## config.mk

```make
export PLATFORM = sky130hd
export DESIGN_NAME = exec_lane
export DESIGN_NICKNAME = d
export VERILOG_FILES = /design/src/hdl/wb_pkg.sv /design/src/hdl/exec_lane.sv
export SDC_FILE = /design/constraint.sdc
export NUM_CORES = 2
export LEC_CHECK = 0
export ABC_CLOCK_PERIOD_IN_PS = 17200
export BUFFER_PORTS_ARGS = -buffer_cell sky130_fd_sc_hd__buf_4
export CAP_MARGIN = 25
export CORE_ASPECT_RATIO = 1.4
export CORE_MARGIN = 3
export CORE_UTILIZATION = 30
export DETAILED_ROUTE_END_ITERATION = 10
export PLACE_DENSITY = 0.5
export SLEW_MARGIN = 10
export SYNTH_ARGS = -nofsm -noshare
export SYNTH_HDL_FRONTEND = slang
export SYNTH_SLANG_ARGS = --single-unit
```

## constraint.sdc

```tcl
create_clock -name clk -period 17.2 [get_ports clk]
set_input_delay 1.72 -clock clk [delete_from_list [all_inputs] [get_ports clk]]
set_output_delay 1.72 -clock clk [all_outputs]
set_load 0.01 [all_outputs]
```

## src/hdl/wb_pkg.sv

```systemverilog
package wb_pkg;

    // architectural widths
    localparam int XLEN       = 32;
    localparam int NUM_REGS   = 32;
    localparam int REG_IDX_W  = 5;
    localparam int CSR_ADDR_W = 14;

    typedef logic [XLEN-1:0]       word_t;
    typedef logic [REG_IDX_W-1:0]  reg_idx_t;
    typedef logic [CSR_ADDR_W-1:0] csr_addr_t;

    // lane operations
    typedef enum logic [3:0] {
        OP_ADD  = 4'd0,
        OP_SUB  = 4'd1,
        OP_AND  = 4'd2,
        OP_OR   = 4'd3,
        OP_XOR  = 4'd4,
        OP_SLL  = 4'd5,
        OP_SRL  = 4'd6,
        OP_MUL  = 4'd7,
        OP_CSRW = 4'd8,
        OP_NOP  = 4'd9
    } lane_op_e;

    // one instruction of an issue bundle
    typedef struct packed {
        lane_op_e  op;
        reg_idx_t  rd;
        reg_idx_t  rj;
        reg_idx_t  rk;
        word_t     imm;
        csr_addr_t csr_addr;
        logic      use_imm;
    } issue_slot_t;

    // execute to writeback, one per lane
    typedef struct packed {
        logic      valid;
        logic      gr_we;
        reg_idx_t  dest;
        word_t     result;
        logic      csr_we;
        csr_addr_t csr_addr;
        word_t     csr_wdata;
        word_t     pc;
    } lane_res_t;

    // bypass entry from writeback back into the lanes
    typedef struct packed {
        logic     we;
        reg_idx_t dest;
        word_t    data;
    } fwd_t;

endpackage

```

## src/hdl/exec_lane.sv

```systemverilog
module exec_lane #(
    parameter int MUL_CYCLES = 3
) (
    input  logic                clk,
    input  logic                arst_n,
    input  logic                accept,
    input  wb_pkg::issue_slot_t slot,
    input  wb_pkg::word_t       pc,
    input  wb_pkg::word_t       rj_data,
    input  wb_pkg::word_t       rk_data,
    input  wb_pkg::fwd_t        fwd0,
    input  wb_pkg::fwd_t        fwd1,
    input  logic                other_busy,
    output wb_pkg::reg_idx_t    rj_idx,
    output wb_pkg::reg_idx_t    rk_idx,
    output logic                nblock,
    output wb_pkg::lane_res_t   res
);
    import wb_pkg::*;

    localparam int CNT_W = $clog2(MUL_CYCLES) + 1;

    // execute stage
    logic             ex_vld;
    issue_slot_t      ex_slot;
    word_t            ex_pc;
    logic [CNT_W-1:0] mul_cnt;
    logic             retire;

    word_t op_a;
    word_t op_b;
    word_t alu_out;

    // result register towards writeback
    lane_res_t res_d;
    lane_res_t res_q;
    logic      res_vld;
    logic      res_wait;

    // lane 1 is the younger write, so its bypass is checked first
    function automatic word_t pick_operand(reg_idx_t idx, word_t rf_data, fwd_t f0, fwd_t f1);
        word_t val;
        if (idx == '0) begin
            val = '0;
        end else if (f1.we && f1.dest == idx) begin
            val = f1.data;
        end else if (f0.we && f0.dest == idx) begin
            val = f0.data;
        end else begin
            val = rf_data;
        end
        return val;
    endfunction

    assign rj_idx = ex_slot.rj;
    assign rk_idx = ex_slot.rk;

    assign op_a = pick_operand(ex_slot.rj, rj_data, fwd0, fwd1);
    assign op_b = ex_slot.use_imm ? ex_slot.imm : pick_operand(ex_slot.rk, rk_data, fwd0, fwd1);

    always_comb begin
        case (ex_slot.op)
            OP_ADD:  alu_out = op_a + op_b;
            OP_SUB:  alu_out = op_a - op_b;
            OP_AND:  alu_out = op_a & op_b;
            OP_OR:   alu_out = op_a | op_b;
            OP_XOR:  alu_out = op_a ^ op_b;
            OP_SLL:  alu_out = op_a << op_b[4:0];
            OP_SRL:  alu_out = op_a >> op_b[4:0];
            // multicycle path sampled when the count runs out
            OP_MUL:  alu_out = op_a * op_b;
            default: alu_out = op_a;
        endcase
    end

    always_comb begin
        res_d.valid     = 1'b1;
        res_d.gr_we     = !(ex_slot.op inside {OP_CSRW, OP_NOP});
        res_d.dest      = ex_slot.rd;
        res_d.result    = alu_out;
        res_d.csr_we    = (ex_slot.op == OP_CSRW);
        res_d.csr_addr  = ex_slot.csr_addr;
        res_d.csr_wdata = op_a;
        res_d.pc        = ex_pc;
    end

    assign retire = ex_vld && (mul_cnt == '0);

    // stall the bundle while a multiply sits in this lane
    assign nblock = !(ex_vld && ex_slot.op == OP_MUL);

    always_ff @(posedge clk or negedge arst_n) begin
        if (!arst_n) begin
            ex_vld  <= 1'b0;
            mul_cnt <= '0;
        end else if (accept) begin
            ex_vld  <= 1'b1;
            mul_cnt <= (slot.op == OP_MUL) ? CNT_W'(MUL_CYCLES - 1) : '0;
        end else if (retire) begin
            ex_vld <= 1'b0;
        end else if (ex_vld) begin
            mul_cnt <= mul_cnt - 1'b1;
        end
    end

    always_ff @(posedge clk) begin
        if (accept) begin
            ex_slot <= slot;
            ex_pc   <= pc;
        end
    end

    // a result finished while the partner lane multiplies waits for it
    always_ff @(posedge clk or negedge arst_n) begin
        if (!arst_n) begin
            res_vld  <= 1'b0;
            res_wait <= 1'b0;
        end else if (retire) begin
            res_vld  <= 1'b1;
            res_wait <= other_busy;
        end else if (!(res_wait && other_busy)) begin
            res_vld  <= 1'b0;
            res_wait <= 1'b0;
        end
    end

    always_ff @(posedge clk) begin
        if (retire) begin
            res_q <= res_d;
        end
    end

    always_comb begin
        res       = res_q;
        res.valid = res_vld && !(res_wait && other_busy);
    end

endmodule

```

Word level (Yosys, flattened, before mapping)
Index checks and enable logic that the tools add are counted.

Register bits: 221. Input bits: 242. Output and inout bits: 129. Logic and storage cells: 80.

Add/sub/neg operators: 3. Multiply operators: 1. Equal/unequal tests: 16. Shift operators: 2. Multiplexer cells: 17. Bitwise gates (word level): 3. Reductions and logical operators: 19.

Operators by type and width (count): $pmux W32 S8 (1); $mux W32 (7); $add A32 B32 Y32 (1); $and A32 B32 Y32 (1); $mul A32 B32 Y32 (1); $or A32 B32 Y32 (1); $shl A32 B5 Y32 (1); $shr A32 B5 Y32 (1); $sub A32 B32 Y32 (1); $xor A32 B32 Y32 (1); $eq A4 B3 Y1 const B (5); $eq A5 B5 Y1 (4); $logic_not A5 Y1 (2); $mux W3 (3); $eq A4 B2 Y1 const B (2); $eq A4 B4 Y1 const B (2); $logic_and A1 B1 Y1 (8); $reduce_bool A2 Y1 (3); $mux W1 (5); $eq A4 B1 Y1 const B (1); $logic_not A4 Y1 (1); $ne A2 B2 Y1 const B (2); $logic_not A1 Y1 (3); $logic_not A3 Y1 (1); 3 further kinds (3).

Longest topological paths before layout
Depth after elaboration: 8. Gate-level depth with buffers: 40. Mapped depth without buffers: 34.

Worst setup path before layout
No wires, ideal clock.

Path type: input to register. From: in fwd1[33] in the netlist's numbering. To: reg res_q (netlist bit res[106]), data pin. Setup time: 261 ps. Data arrival time: 10645 ps. Data required time: 16939 ps. Setup slack: 6295 ps. Stages on the path: 36. Path through: xnor2_1 > nand4_1 > or2_1 > buf_2 > buf_2 > buf_4 > o21ai_1 > o21ai_1 > clkinv_1 > clkbuf_1 > buf_2 > clkbuf_1 > buf_1 > nor2_1 > fa_1 > inv_1 > fa_1 > fa_1 > fa_1 > inv_1 > fa_1 > inv_1 > fa_1 > inv_1 > fa_1 > fa_1 > ha_1 > nand4_1 > nor3_1 > a2111oi_0 > o21ai_0 > a21oi_1 > nor2b_1 > o21ai_0 > a21oi_1 > o32a_1.

Word-level cells in the longest chain between the ends: 7. Elaborated cells on any way between the ends: 18. Classes of those cells: add/sub: 2; mul: 1; eq/ne: 2; shift: 2; mux: 6; bitwise: 3; reduce/logical: 2.

RTL lines: start, declared (line exec_lane.sv:12) `input wb_pkg::fwd_t fwd1,`; $eq A5 B5 Y1 (line exec_lane.sv:45) `end else if (f1.we && f1.dest == idx) begin`; $logic_and A1 B1 Y1 (line exec_lane.sv:45); $mux W32 (line exec_lane.sv:45); $mux W32 (line exec_lane.sv:43) `if (idx == '0) begin`; $mux W32 (line exec_lane.sv:59) `assign op_b = ex_slot.use_imm ? ex_slot.imm : pick_operand(ex_slot.rk, rk_data, fwd0, fwd1);`; $mul A32 B32 Y32 (tied with other cells) (line exec_lane.sv:71) `OP_MUL: alu_out = op_a * op_b;`; $pmux W32 S8 * (line exec_lane.sv:62) `case (ex_slot.op)`; net alu_out[27] (line exec_lane.sv:32) `word_t alu_out;`; end signal, assigned (line exec_lane.sv:129) `res_q <= res_d;`; end, declared (line exec_lane.sv:36) `lane_res_t res_q;`.

Mark *: on every way through the listed nets, which the timed path passes. The rest lies on a longest branch. A chain may end at the register's enable or synchronous reset.

Final worst setup path
From: in fwd0[35] in the netlist's numbering. To: reg res_q (netlist bit res[110]), data pin.

Word-level cells in the longest chain between the ends: 8. Elaborated cells on any way between the ends: 20. Classes of those cells: add/sub: 2; mul: 1; eq/ne: 2; shift: 2; mux: 8; bitwise: 3; reduce/logical: 2.

RTL lines: start, declared (line exec_lane.sv:11) `input wb_pkg::fwd_t fwd0,`; $eq A5 B5 Y1 (line exec_lane.sv:47) `end else if (f0.we && f0.dest == idx) begin`; $logic_and A1 B1 Y1 (line exec_lane.sv:47); $mux W32 (line exec_lane.sv:47); $mux W32 (line exec_lane.sv:45); $mux W32 (line exec_lane.sv:43); $mux W32 (line exec_lane.sv:59); $mul A32 B32 Y32 (tied with other cells) (line exec_lane.sv:71); $pmux W32 S8 * (line exec_lane.sv:62); net alu_out[31] (line exec_lane.sv:32).

Marks and branches as above.

==> metrics <==
Root Buffer=clkbuf_16; final wirelength=141500 um; gr usage total=0.2587; WP buf/inv=6; Post-synth EDFFs=215; total CTS buffers=26; met3 Usage GRT=0.05353; CTS tree=yes; Fin Hold WS=410.5 ps; synthesized flop and latch total=221; setup bufs post-CTS=0; post-synth top area share=0.2627; Post-Syn Area per Cell=9.230 sq um; 1st-iter DRT viols=2374; Rel. slew slack=0.2396; Synth area leaders=fa_1 26%, edfxtp_1 21%, ha_1 8.9%, nor2_1 5.5%, inv_1 5.1%; hpwl dp=108400 um; Slew Viols, Final=0; drt drc=0; synthesis-to-layout area growth=16.98%; Setup Viol. Count Final=0; gr busiest metal=met2; port buffer count=370; DR vias/cell=5.429; Starting Density=0.3033; Seq/Total Area, Yosys=0.2119; CTS resizes=0; Initial DRT Pass Iterations=6; fraction of layout cells with a size suffix above 1=0.1635; Crit Path Category=in2reg; Global Route met2 Usage=0.4395; core area=0.1028 sq mm; Worst Path Max Fanout=18; post-route setup TNS=0 ps; Setup crit start kind=primary input; die area=0.1079 sq mm; Worst-Margin Slew=1112 ps; Reg clk slew, reported paths=80 ps; gpl congestion=1.024; fin crit period=12240 ps; Hold Fails Final Rpt=0; I/O pins=371; cell count after synthesis=3377; min-delay worst type=reg2reg; Via Count=27230; Crit path largest cell delay=980 ps; Crit path max-delay family=compound AO/OA/AOI/OAI gates; clk sinks=221; CP required=17630 ps; Most used DFF post-synth=edfxtp_1; clk_skew=37.89 ps; later-pin clock latency in the skew report=610 ps; CTS Hold Bufs=0; chip height=387.4 um; status=complete, no violations; # fillers=10580; multi-input logic area=0.02212 sq mm; crit share post-route=0.7116; Non-Filler Instances=5016; placed cells=4968; Max-Cap Viols=0; area occupied by registers=0.006606 sq mm; RSZ-0062 raised after global routing=false; Routed Antenna Nets=0; grt met1 use=0.2967; Fmax achieved=81.70 MHz; Critical Path AT=12670 ps; htree depth=1; syn_nets=4250; Synth async-reset ratio=0.02715; synthesized area=0.03117 sq mm; die width=278.4 um; leading area contributor after synthesis=fa_1; final net count=4530; CTS Buffer Depth=3; Distinct cells, synth=80; synth cell count leaders=458 x nor2_1, 424 x inv_1, 409 x fa_1; YS warnings=0; vias in the first global route=28930; initial antenna violation count=2; top-count cell post-synth=nor2_1; global-route wire length before repair=203500 um; global route overflow=0; DR WL/cell=28.20 um; CP max stage cell=a2111oi_0; Worst setup EP type=flop; std cell rows=139; pin count of the biggest net entering global routing=65
-- worst reg2reg max path: cells and delay by family (launching register included) --
family                     cells  cell delay [ps]
xor gates and xnor gates       2              410
AOI/OAI and AO/OA              9             4040
DFF                            1              470
adders and majority gates     10             3890
and+or+nand+nor                5             1550
buffers and inverters          5             1010
-- path summary, 6_finish.rpt --
| kind | start | cells past startpoint | to | slack (ps) |
|---|---|---|---|---|
| worst max-delay path | fwd0[35] | 32 | res[110] | 4960 |
| worst min-delay path | ex_pc[16] | 0 | res[16] | 410 |
| worst max register to register | rk_idx[3] | 31 | res[110] | 5690 |
| worst min register to register | ex_pc[16] | 0 | res[16] | 410 |
| max in group asynchronous | arst_n | 1 | res_vld | 16160 |
| min in group asynchronous | arst_n | 1 | mul_cnt[1] | 910 |
-- layout make-up --
type                            count  share of cell area
Antenna cell                        1          0.00006863
Clock buffer                       30             0.01826
Clock inverter                     17            0.004427
Inverter                          459             0.04739
Multi-Input combinational cell   2485              0.6067
Sequential cell                   221              0.1812
Tap cell                         1339             0.04595
Timing Repair Buffer              464             0.09608
-- layout by cell type, fill, tap and decap left out, types with 26 or more instances in the layout --
cell       netlist  routed
a31oi_1         28      28
nand3_1         59      59
o21ai_0        107     107
nor3_1          34      31
a21o_1          31      30
a211oi_1        42      36
mux2i_1        145     145
nand2_1        304     304
clkbuf_16        0      26
fa_1           409     409
xnor2_1        121     121
a21oi_1        151     147
nor2_1         458     458
edfxtp_1       215     215
inv_2           24      27
a221oi_1        31      31
ha_1           222     222
buf_4           16     463
inv_1          424     423
-- logic make-up after synthesis --
family                   count (synthesis)  share of synthesized area
AO/OA/AOI/OAI                          581                     0.1250
buffers and inverters                  671                    0.08482
flip-flops                             221                     0.2119
adder cells (fa/ha/maj)                631                     0.3518
XOR/XNOR                               152                    0.04560
AND/OR/NAND/NOR                        964                     0.1300
multiplexers                           157                    0.05090
-- routing by layer --
metal  up-vias  share of wire  wire length [um]
li1      11750              -                 -
met1     13660           0.37             51730
met2      1433           0.48             67630
met3       394          0.080             11320
met4         0          0.076             10780
met5         -              0                 0
-- through the flow --
| stage | utilization | worst slack, ps | area, sq um |
|---|---|---|---|
| 2_1_floorplan | - | 6295 | 31170 |
| 3_3_place_gp | 0.3463 | 4700 | 35600 |
| 3_5_place_dp | 0.3467 | 4628 | 35630 |
| 4_1_cts | 0.3547 | 5248 | 36460 |
| 5_1_grt | 0.3547 | 4609 | 36460 |
| 6_report | 0.3547 | 4960 | 36460 |
-- sequential cells by signal, indices dropped and copies added, names as in the netlist --
register / cells
ex_slot: 56
res: 117
ex_pc: 32
ex_vld: 1
mul_cnt: 3
res_vld: 1
rk_idx: 5
rj_idx: 5
res_wait: 1
Power is not shown: default switching activity piles up to over one toggle a cycle in this logic, so the estimate is an artifact.
