## config.mk

```make
export PLATFORM = sky130hd
export DESIGN_NAME = wb_stage
export DESIGN_NICKNAME = d
export VERILOG_FILES = /design/src/hdl/wb_pkg.sv /design/src/hdl/wb_stage.sv
export SDC_FILE = /design/constraint.sdc
export NUM_CORES = 1
export LEC_CHECK = 0
export ABC_CLOCK_PERIOD_IN_PS = 840
export CAP_MARGIN = 20
export CORE_AREA = 4 4 165 167
export DETAILED_ROUTE_END_ITERATION = 7
export DIE_AREA = 0 0 169 171
export DONT_BUFFER_PORTS = 1
export GPL_TIMING_DRIVEN = 0
export PLACE_DENSITY = 0.3
export REMOVE_ABC_BUFFERS = 1
export SETUP_SLACK_MARGIN = 0.02
export SYNTH_ARGS = -nofsm -noshare
export SYNTH_HDL_FRONTEND = slang
export SYNTH_SLANG_ARGS = --single-unit
```

## constraint.sdc

```tcl
create_clock -name vclk -period 0.84
set_input_delay 0.084 -clock vclk [all_inputs]
set_output_delay 0.084 -clock vclk [all_outputs]
set_load 0.05 [all_outputs]
```

## src/hdl/wb_pkg.sv

```systemverilog
package wb_pkg;

    // architectural widths
    localparam int XLEN       = 32;
    localparam int NUM_REGS   = 32;
    localparam int REG_IDX_W  = 5;
    localparam int CSR_ADDR_W = 14;

    typedef logic [XLEN-1:0]       word_t;
    typedef logic [REG_IDX_W-1:0]  reg_idx_t;
    typedef logic [CSR_ADDR_W-1:0] csr_addr_t;

    // lane operations
    typedef enum logic [3:0] {
        OP_ADD  = 4'd0,
        OP_SUB  = 4'd1,
        OP_AND  = 4'd2,
        OP_OR   = 4'd3,
        OP_XOR  = 4'd4,
        OP_SLL  = 4'd5,
        OP_SRL  = 4'd6,
        OP_MUL  = 4'd7,
        OP_CSRW = 4'd8,
        OP_NOP  = 4'd9
    } lane_op_e;

    // one instruction of an issue bundle
    typedef struct packed {
        lane_op_e  op;
        reg_idx_t  rd;
        reg_idx_t  rj;
        reg_idx_t  rk;
        word_t     imm;
        csr_addr_t csr_addr;
        logic      use_imm;
    } issue_slot_t;

    // execute to writeback, one per lane
    typedef struct packed {
        logic      valid;
        logic      gr_we;
        reg_idx_t  dest;
        word_t     result;
        logic      csr_we;
        csr_addr_t csr_addr;
        word_t     csr_wdata;
        word_t     pc;
    } lane_res_t;

    // bypass entry from writeback back into the lanes
    typedef struct packed {
        logic     we;
        reg_idx_t dest;
        word_t    data;
    } fwd_t;

endpackage

```

## src/hdl/wb_stage.sv

```systemverilog
module wb_stage (
    input  wb_pkg::lane_res_t res0,
    input  wb_pkg::lane_res_t res1,
    // register file write ports
    output logic              rf_we0,
    output logic              rf_we1,
    output wb_pkg::reg_idx_t  rf_waddr0,
    output wb_pkg::reg_idx_t  rf_waddr1,
    output wb_pkg::word_t     rf_wdata0,
    output wb_pkg::word_t     rf_wdata1,
    // single csr write port
    output logic              csr_we,
    output wb_pkg::csr_addr_t csr_addr,
    output wb_pkg::word_t     csr_wdata,
    // bypass back into both lanes
    output wb_pkg::fwd_t      fwd0,
    output wb_pkg::fwd_t      fwd1
);

    logic lane0_wr;
    logic lane1_wr;
    logic same_dest;

    assign lane0_wr  = res0.valid && res0.gr_we;
    assign lane1_wr  = res1.valid && res1.gr_we;
    assign same_dest = (res0.dest == res1.dest) && (res0.dest != '0);

    // later slot wins on a shared destination
    assign rf_we1    = lane1_wr;
    assign rf_waddr1 = res1.dest;
    assign rf_wdata1 = res1.result;

    assign rf_we0    = lane0_wr && !(lane1_wr && same_dest);
    assign rf_waddr0 = res0.dest;
    assign rf_wdata0 = res0.result;

    // lane 0 has priority on the csr port
    always_comb begin
        if (res0.valid && res0.csr_we) begin
            csr_we    = 1'b1;
            csr_addr  = res0.csr_addr;
            csr_wdata = res0.csr_wdata;
        end else if (res1.valid && res1.csr_we && res0.valid) begin
            // lane 1 only together with a live lane 0
            csr_we    = 1'b1;
            csr_addr  = res1.csr_addr;
            csr_wdata = res1.csr_wdata;
        end else begin
            csr_we    = 1'b0;
            csr_addr  = '0;
            csr_wdata = '0;
        end
    end

    // forward only what actually reaches the register file
    always_comb begin
        fwd0.we   = rf_we0;
        fwd0.dest = rf_waddr0;
        fwd0.data = rf_wdata0;
    end

    always_comb begin
        fwd1.we   = rf_we1;
        fwd1.dest = rf_waddr1;
        fwd1.data = rf_wdata1;
    end

endmodule

```

---- Word level (Yosys, flattened, before mapping) ----
Cells that the tools add are included.
word-level totals
  input port bits ......................... 236
  logic and storage cells ................. 17
  bits in registers ....................... 0
cells by class
  equal/unequal tests ..................... 1
  muxes and demuxes ....................... 6
  reductions and logical operators ........ 10
operators with widths
  cell                number
  two-way mux 32 bit  2
  two-way mux 14 bit  2
  logical AND 1 bit   8
  == test 5 bit       1
  nonzero test 5 bit  1
  two-way mux 1 bit   2
  zero test 1 bit     1

---- Logic depth before layout (Yosys ltp) ----
Gate-level depths: netlist (run 1).
  depth in word-level cells ............... 5
  gate-level depth with buffers ........... 4
  depth with buffers taken out ............ 3

---- Least setup slack after synthesis (run 1) ----
OpenSTA, ideal clock, no wires.
  path type ............................... input-to-output
  start ................................... input port res1[116] (netlist bit)
  end ..................................... output port fwd0[37] (netlist bit)
  slack ................................... -978 ps
  arrival ................................. 1734 ps
  stages .................................. 3
  cells stage by stage .................... and2_1 -> a41oi_1 -> buf_4
between the ends
  cells in the longest elaborated chain, start to end .. 4
RTL lines
  item                RTL line        text
  start: declaration  wb_stage.sv:3   input wb_pkg::lane_res_t res1,
  logical AND 1 bit   wb_stage.sv:25  assign lane1_wr = res1.valid && res1.gr_we;
  logical AND 1 bit   wb_stage.sv:33  assign rf_we0 = lane0_wr && !(lane1_wr && same_dest);
  zero test 1 bit     wb_stage.sv:33
  logical AND 1 bit   wb_stage.sv:33
  end: declaration    wb_stage.sv:16  output wb_pkg::fwd_t fwd0,
No other way between the ends.

---- Worst setup path after layout (run 1) ----
  start ................................... input port res1[113] (netlist bit)
  end ..................................... output port rf_we0
between the ends
  cells in the longest elaborated chain, start to end .. 5
RTL lines
  item               RTL line        text
  == test 5 bit      wb_stage.sv:26  assign same_dest = (res0.dest == res1.dest) && (res0.dest != '0);
  logical AND 1 bit  wb_stage.sv:26
  logical AND 1 bit  wb_stage.sv:33
  zero test 1 bit    wb_stage.sv:33
  logical AND 1 bit  wb_stage.sv:33
  end: declaration   wb_stage.sv:5   output logic rf_we0,
No other way between the ends.

==> results.toml, run 1 <==
[finish]
register_area_um2 = 0
n_clock_buffer = 0
drive_gt1_share_pct = 90.7
antenna_cells = 0
syn2layout_area_growth_pct = -9.44
post-route-cell-area_mm2 = 0.00158
nets = 313
seq_cells = 0

[critical_path]
start_kind = "input pin"
cp-end-kind = "primary output"
crit_type = "in -> out"
startpoint = "res1[113]"
worstPathArrival_ns = 1.17
crit_path_max_fanout = 4
worst_ep_required_time_ns = 0.76

[logic_synthesis]
syn-cell-area_mm2 = 0.00175
synth_cell_types = 15
yosys-top-cells-area = "buf_4, a22o_1, buf_6, xor2_1, and2_1"
yosys_warnings = 0
synth_area_leader_cell = "buf_4"
synth.avg_cell_area_um2 = 7.88
yosys.area.top_type_share_pct = 64.4
synth-seq-area-share_pct = 0
syn_inst = 222

[status]
violations = "negative setup slack"
status = "complete, but fails checks"

[hold_path]
min_from = "res1[114]"
hold_class = "in -> out"

[global_route]
grt_antenna_before_repair = 0
grt-ovfl-total = 0
grt_max_degree = 24
grt_pass1_vias = 1178
grt_pass1_wl_um = 26900
grt.total_usage_pct = 15.8

[floorplan]
dieArea_mm2 = 0.0289
start_util_pct = 6.79
rows = 59
die_x_um = 169
ios = 435
die_height_um = 171
core-area_mm2 = 0.0258

[routing]
drt-total-wl_um = 24500
vias_per_cell = 2.65
routedWlPerCell_um = 59.7
post-route-drc-count = 0
drtAntennaViolNets = 0
firstDrtPassIters = 4
vias = 1087
drt_iter0_drc = 36

[pwr]
p_total_w = 0.00100
powerDensity_mw_per_mm2 = 632
p_leak_nw = 0.547
ir_drop_uv = 153

[flow_run]
cap_viol_max_count = 0

[timing]
hold_viol = 0
setup_ws_ns = -0.412
maxSlewHeadroom_pct = 60.4
fin_crit_ns = 1.25
setup_violations = 48
fmax_mhz = 799
worstMarginPinSlew_ns = 0.591
slew_viol_final = 0
period_share_pct = 149
rsz0062_at_grt = "yes"

[placed_design]
numPortBuffers = 0
dp_hpwl_um = 22200
gp_congestion = 0.713
placed_area_um2 = 975

[clock_tree]
holdBufCountCts = 0
area by class of cell:
cell class	instances	area [um2]
timing repair buffer	11	180
multi-input combinational	64	985
tap	335	419
fill	2966	24200
power breakdown:
group | leakage [nW] | switching [W] | total, W | internal [W]
Combinational | 0.547 | 0.000682 | 0.00100 | 0.000320
Clock | 0 | 0 | 0 | 0
Sequential | 0 | 0 | 0 | 0
Total | 0.547 | 0.000682 | 0.00100 | 0.000320
through the flow:
stage	instances	setup slack [ns]	hold slack, ns	util (%)	setup TNS [ns]
2_1_floorplan	62	-1.57	0.168	-	-43.44
3_3_place_gp	397	-2.02	0.169	3.61	-74.42
3_5_place_dp	399	-1.36	0.169	3.78	-37.86
4_1_cts	415	-0.460	0.169	6.57	-11.29
5_1_grt	410	-0.430	0.168	6.15	-9.60
6_report	410	-0.412	0.168	6.15	-8.26
critical path, stage by stage:
cell	delay, ns
or2_2	0.29
o21ai_2	0.19
a41oi_4	0.32
buf_8	0.27
path summary, 6_finish.rpt:
kind | to | slack, ns | depth (start not counted)
max | rf_we0 | -0.41 | 4
min | rf_waddr1[3] | 0.17 | 0
cells in the final DEF, fill, tap and decap left out:
cell     count
a21oi_1      1
a22o_4      46
a41oi_4      1
and2_4       4
and4b_4      1
buf_12       6
buf_6        4
buf_8        1
nand2_1      2
nor2b_2      1
nor3_2       1
nor4_4       1
o21ai_2      1
or2_2        1
xnor2_1      1
xor2_1       3
cell usage after synthesis:
library cell,n
buf_4,150
a22o_1,46
buf_6,10
xor2_1,3
and2_1,2
nand2_1,2
a21oi_1,1
a41oi_1,1
and4b_1,1
nor2b_1,1
nor3_1,1
nor4_1,1
o21ai_0,1
or2_2,1
xnor2_1,1
kinds of logic (layout without fill, tap and decap cells):
kind of cell,after synthesis,after routing,synth area share (%)
compound gates,49,49,24.1
simple gates,9,11,3.08
buf+inv,160,11,70.8
xor+xnor,4,4,2.00
routing by layer:
layer  share of wire, %  wire length, um  vias up  GRT usage [%]
li1                   -                -      327              -
met1                 18             4390      452           8.79
met2                 50            12100      287           28.2
met3                 28             6800       21           20.0
met4                4.7             1160        0           5.81
met5                  0                0        -              0
timing repair:
item                       CTS  global route
gates cloned                 6             0
setup endpoints to repair   51            48
buffers inserted            10             0
resized for setup          114             5
pin swaps                   10            13
(Power assumes the default switching activity.)
==> run 2: changes to the inputs <==
--- a/config.mk
+++ b/config.mk
@@ -5,14 +5,15 @@
 export SDC_FILE = /design/constraint.sdc
 export NUM_CORES = 1
 export LEC_CHECK = 0
+export ABC_AREA = 1
 export ABC_CLOCK_PERIOD_IN_PS = 840
+export BUFFER_PORTS_ARGS = -buffer_cell sky130_fd_sc_hd__buf_4
 export CAP_MARGIN = 20
 export CORE_AREA = 4 4 165 167
 export DETAILED_ROUTE_END_ITERATION = 7
 export DIE_AREA = 0 0 169 171
-export DONT_BUFFER_PORTS = 1
 export GPL_TIMING_DRIVEN = 0
-export PLACE_DENSITY = 0.3
+export PLACE_DENSITY = 0.43
 export REMOVE_ABC_BUFFERS = 1
 export SETUP_SLACK_MARGIN = 0.02
 export SYNTH_ARGS = -nofsm -noshare
==> run 2 against run 1 <==
Net effect: the flow still finishes with violations (negative setup slack); cell area rose by 140%; count of clock-buffer cells in the layout unchanged; setup slack better by 0.19 ns; non-clock buffer count grew 194; critical path type unchanged; largest cell class is now buffers.
==> results.toml, run 2 <==
[status]
status = "complete, but fails checks"
violations = "negative setup slack"

[hold_path]
worstHoldPathCells = 0
hold_class = "in -> out"
min_from = "res1[89]"
holdPathEnd = "rf_wdata1[10]"

[timing]
hold_viol = 0
hold_ws_ns = 0.169
fin_crit_ns = 1.06
rsz0062_at_grt = "yes"
slew_viol_final = 0
period_share_pct = 126
setup_violations = 49
worstMarginPinSlew_ns = 0.231
setup_ws_ns = -0.218
maxSlewHeadroom_pct = 84.6
fmax_mhz = 945

[finish]
antenna_cells = 0
n_clock_buffer = 0
final_util_pct = 14.6
nets = 617
drive_gt1_share_pct = 77.6
seq_cells = 0
layout_commonest_cell = "buf_4"
register_area_um2 = 0
layout_common_cells = "buf_4, buf_6, nand3_1, o21ai_2, nand2_1"
syn2layout_area_growth_pct = 85.8
nFillCells = 2984

[routing]
routedWlPerCell_um = 40.1
vias_per_cell = 3.60
drtAntennaViolNets = 0
drt-total-wl_um = 28600
post-route-drc-count = 0
firstDrtPassIters = 4
vias = 2572
drt_iter0_drc = 107

[logic_synthesis]
synth.avg_cell_area_um2 = 5.88
yosys-top-cells-area = "buf_4, nand3_1, nand2_1, o21ai_1, o21ai_0"
synth-seq-area-share_pct = 0
yosys-top-cells-count = "buf_4, nand2_1, nand3_1, o21ai_1, o21ai_0"
yosysMostFrequentCell = "buf_4"
synth_area_leader_cell = "buf_4"
yosys.area.top_type_share_pct = 57.9
synth_cell_types = 10
syn-cell-area_mm2 = 0.00202
yosys_warnings = 0
syn_inst = 344

[global_route]
grt_pass1_wl_um = 32600
grt_pass1_vias = 2466
grt_antenna_before_repair = 0
grt.total_usage_pct = 18.0
grt-ovfl-total = 0
grt_max_degree = 30

[critical_path]
crit_type = "in -> out"
crit_path_max_fanout = 8
cp-end-kind = "primary output"
worst_ep_required_time_ns = 0.76
worstPathArrival_ns = 0.97
start_kind = "input pin"

[pwr]
p_total_w = 0.00254
p_leak_nw = 1.73
ir_drop_uv = 256
powerDensity_mw_per_mm2 = 676

[clock_tree]
holdBufCountCts = 0

[floorplan]
core-area_mm2 = 0.0258
start_util_pct = 7.85
ios = 435
dieArea_mm2 = 0.0289
rows = 59
die_height_um = 171
die_x_um = 169

[placed_design]
gp_congestion = 0.788
numPortBuffers = 179
dp_hpwl_um = 23400
pre_cts_slack_ns = -1.45

[flow_run]
cap_viol_max_count = 0
-- run 2: per-stage QoR --
stage               instances  area [um2]  setup TNS [ns]
floorplan                 174         773          -58.50
global placement          688        2540         -118.71
detailed placement        690        2580          -53.87
CTS                       711        3490           -9.34
global route              714        3760          -10.77
finish                    714        3760           -8.49
-- run 2: power breakdown --
| part | switching, W | internal, W |
|---|---|---|
| registers | 0 | 0 |
| clock network | 0 | 0 |
| logic | 0.00144 | 0.00110 |
-- run 2: kinds of logic after synthesis --
group / after synthesis / synth area share (%)
AO/OA/AOI/OAI: 47 / 11.6
buffers and inverters: 179 / 63.4
AND/OR/NAND/NOR: 118 / 24.9
-- run 2: worst max-delay path by stage --
stage	start	endpoint	cells past startpoint
finish	res0[117]	csr_wdata[26]	7
global route	res0[117]	csr_wdata[28]	6
CTS	res0[117]	csr_wdata[31]	7
detailed placement	res0[117]	csr_wdata[28]	5
global placement	res0[117]	csr_wdata[22]	4
floorplan	res0[117]	csr_addr[13]	2
-- run 2: cell type report --
type	count	area (um2)	share of cell area, %
tap	335	419	11.2
timing repair buffer	205	2090	55.8
inverter	9	33.8	0.899
multi-input combinational	165	1210	32.2
-- run 2: repair_timing --
item	in CTS	in global routing
resized for setup	157	64
setup buffers	13	4
endpoints found under the hold margin	0	0
setup endpoints to repair	49	49
pin swaps	18	22
gates cloned	8	3
-- run 2: layer usage --
| layer | up-vias | global-route usage, % | share of wire, % |
|---|---|---|---|
| met5 | - | 6.69 | 0.78 |
| met4 | 6 | 4.41 | 3.1 |
| met3 | 22 | 20.7 | 24 |
| met2 | 397 | 31.6 | 49 |
| met1 | 1113 | 11.8 | 23 |
| li1 | 1034 | - | - |
-- run 2: worst max-delay path, stage by stage --
cell,delay [ns]
buf_16,0.13
nand2_8,0.13
buf_16,0.16
buf_12,0.11
nand2_8,0.05
o21ai_4,0.12
buf_6,0.17
==> run 3: changes to the inputs <==
--- a/config.mk
+++ b/config.mk
@@ -5,15 +5,15 @@
 export SDC_FILE = /design/constraint.sdc
 export NUM_CORES = 1
 export LEC_CHECK = 0
-export ABC_AREA = 1
+export ABC_AREA = 0
 export ABC_CLOCK_PERIOD_IN_PS = 840
 export BUFFER_PORTS_ARGS = -buffer_cell sky130_fd_sc_hd__buf_4
 export CAP_MARGIN = 20
-export CORE_AREA = 4 4 165 167
+export CORE_AREA = 4 4 166 168
 export DETAILED_ROUTE_END_ITERATION = 7
-export DIE_AREA = 0 0 169 171
+export DIE_AREA = 0 0 170 172
 export GPL_TIMING_DRIVEN = 0
-export PLACE_DENSITY = 0.43
+export PLACE_DENSITY = 0.42
 export REMOVE_ABC_BUFFERS = 1
 export SETUP_SLACK_MARGIN = 0.02
 export SYNTH_ARGS = -nofsm -noshare
==> run 3 against run 2 <==
Net effect: the flow still finishes with violations (negative setup slack); cell count shrank 18%; combinational power down 27%; flip-flop and latch count did not move; sequential share of layout area is the same; utilization shrank 4.0 points; global-route usage decreased by 3.5 points; first-iteration DRC count fell by 26%; highest routed layer unchanged.
==> results.toml, run 3 (synthesized netlist as in run 1, its figures left out) <==
[timing]
setup_ws_ns = -0.345
worstMarginPinSlew_ns = 0.260
slew_viol_final = 0
rsz0062_at_grt = "yes"
hold_viol = 0
maxSlewHeadroom_pct = 82.7
setup_violations = 48
period_share_pct = 141
fmax_mhz = 844
fin_crit_ns = 1.18

[finish]
layout_common_cells = "buf_4, buf_6, a22o_1"
antenna_cells = 0
post-route-cell-area_mm2 = 0.00273
nFillCells = 2992
n_clock_buffer = 0
nets = 489
syn2layout_area_growth_pct = 56.1
multi_input_area_um2 = 603
layout_commonest_cell = "buf_4"
register_area_um2 = 0
seq_cells = 0
drive_gt1_share_pct = 78.9

[critical_path]
crit_path_max_fanout = 24
cp-end-kind = "primary output"
worst_ep_required_time_ns = 0.76
critPathCapture = "csr_wdata[27]"
worstPathArrival_ns = 1.10
startpoint = "res0[78]"
start_kind = "input pin"
crit_type = "in -> out"

[routing]
met3WireLength_um = 6920
drtAntennaViolNets = 0
vias = 1766
vias_per_cell = 3.01
met2_length_um = 10400
met1_length_um = 4750
post-route-drc-count = 0
routedWlPerCell_um = 39.2
drt-total-wl_um = 23000
top_layer_used = "met5"
firstDrtPassIters = 4
drt_iter0_drc = 79

[global_route]
grt_antenna_before_repair = 0
grt_pass1_wl_um = 26300
grt-ovfl-total = 0
grt.total_usage_pct = 14.5
grt_max_degree = 25
grt_pass1_vias = 1822

[pwr]
ir_drop_uv = 289
p_leak_nw = 1.22
powerDensity_mw_per_mm2 = 677

[clock_tree]
holdBufCountCts = 0

[floorplan]
dieArea_mm2 = 0.0292
start_util_pct = 6.75
rows = 59
core-area_mm2 = 0.0259
die_height_um = 172
ios = 435
die_x_um = 170

[placed_design]
numPortBuffers = 179
gp_congestion = 0.756
pre_cts_slack_ns = -0.914
placed_area_mm2 = 0.00233
dp_hpwl_um = 20600

[flow_run]
cap_viol_max_count = 0

[hold_path]
hold_class = "in -> out"
min_from = "res0[101]"

[status]
status = "complete, but fails checks"
violations = "negative setup slack"
[run 3: cell count changes in the layout (fill, tap and decap cells not counted), sizes merged, moves of 4 or more]
cell and change:
buf -13, a22o +46, bufbuf -4, o21ai -46
nor2 -7, inv -9, nand2 -60, nand3 -49
[run 3: layout make-up]
cell class	instances	share of cell area [%]
multi-input combinational	65	22.1
tap	335	15.4
timing repair buffer	186	62.6
[run 3: per-stage QoR]
step	utilization (%)	total power (W)	hold WS, ns	TNS [ns]	std cells
2_1_floorplan	-	0.000652	0.168	-43.44	62
3_3_place_gp	8.77	0.00161	0.169	-80.22	576
3_5_place_dp	9.00	0.00163	0.169	-32.85	578
4_1_cts	10.5	0.00187	0.169	-14.51	586
5_1_grt	10.5	0.00194	0.168	-15.95	586
6_report	10.5	0.00185	0.169	-13.85	586
[run 3: what timing repair did]
| item | 4_1_cts | 5_1_grt |
|---|---|---|
| buffers inserted | 4 | 0 |
| gates cloned | 4 | 0 |
| endpoints found under the setup margin | 48 | 48 |
| pin swaps | 10 | 6 |
| resized for setup | 75 | 3 |
[run 3: where the power goes]
group / total, W / switching (W) / internal [W] / leakage (nW)
logic: 0.00185 / 0.00103 / 0.000822 / 1.22
registers: 0 / 0 / 0 / 0
clock network: 0 / 0 / 0 / 0
[run 3: how the worst min path moves through the flow]
stage                     cells past startpoint  slack, ns            end
final                                         0       0.17  rf_wdata0[22]
after CTS                                     0       0.17        fwd0[6]
after global routing                          0       0.17   rf_wdata1[4]
after floorplan                               0       0.17        fwd0[0]
after detailed placement                      0       0.17        fwd0[6]
after global placement                        0       0.17        fwd0[6]
[run 3: layer usage]
metal | global-route usage, % | vias to the layer above
met5 | 7.86 | -
met3 | 20.0 | 21
met4 | 3.02 | 6
met1 | 9.15 | 714
met2 | 23.5 | 351
li1 | - | 674
[run 3: worst max-delay path, cell delays in order]
cell	delay, ns
buf_12	0.11
and4b_4	0.36
buf_16	0.17
a22o_1	0.17
buf_6	0.17
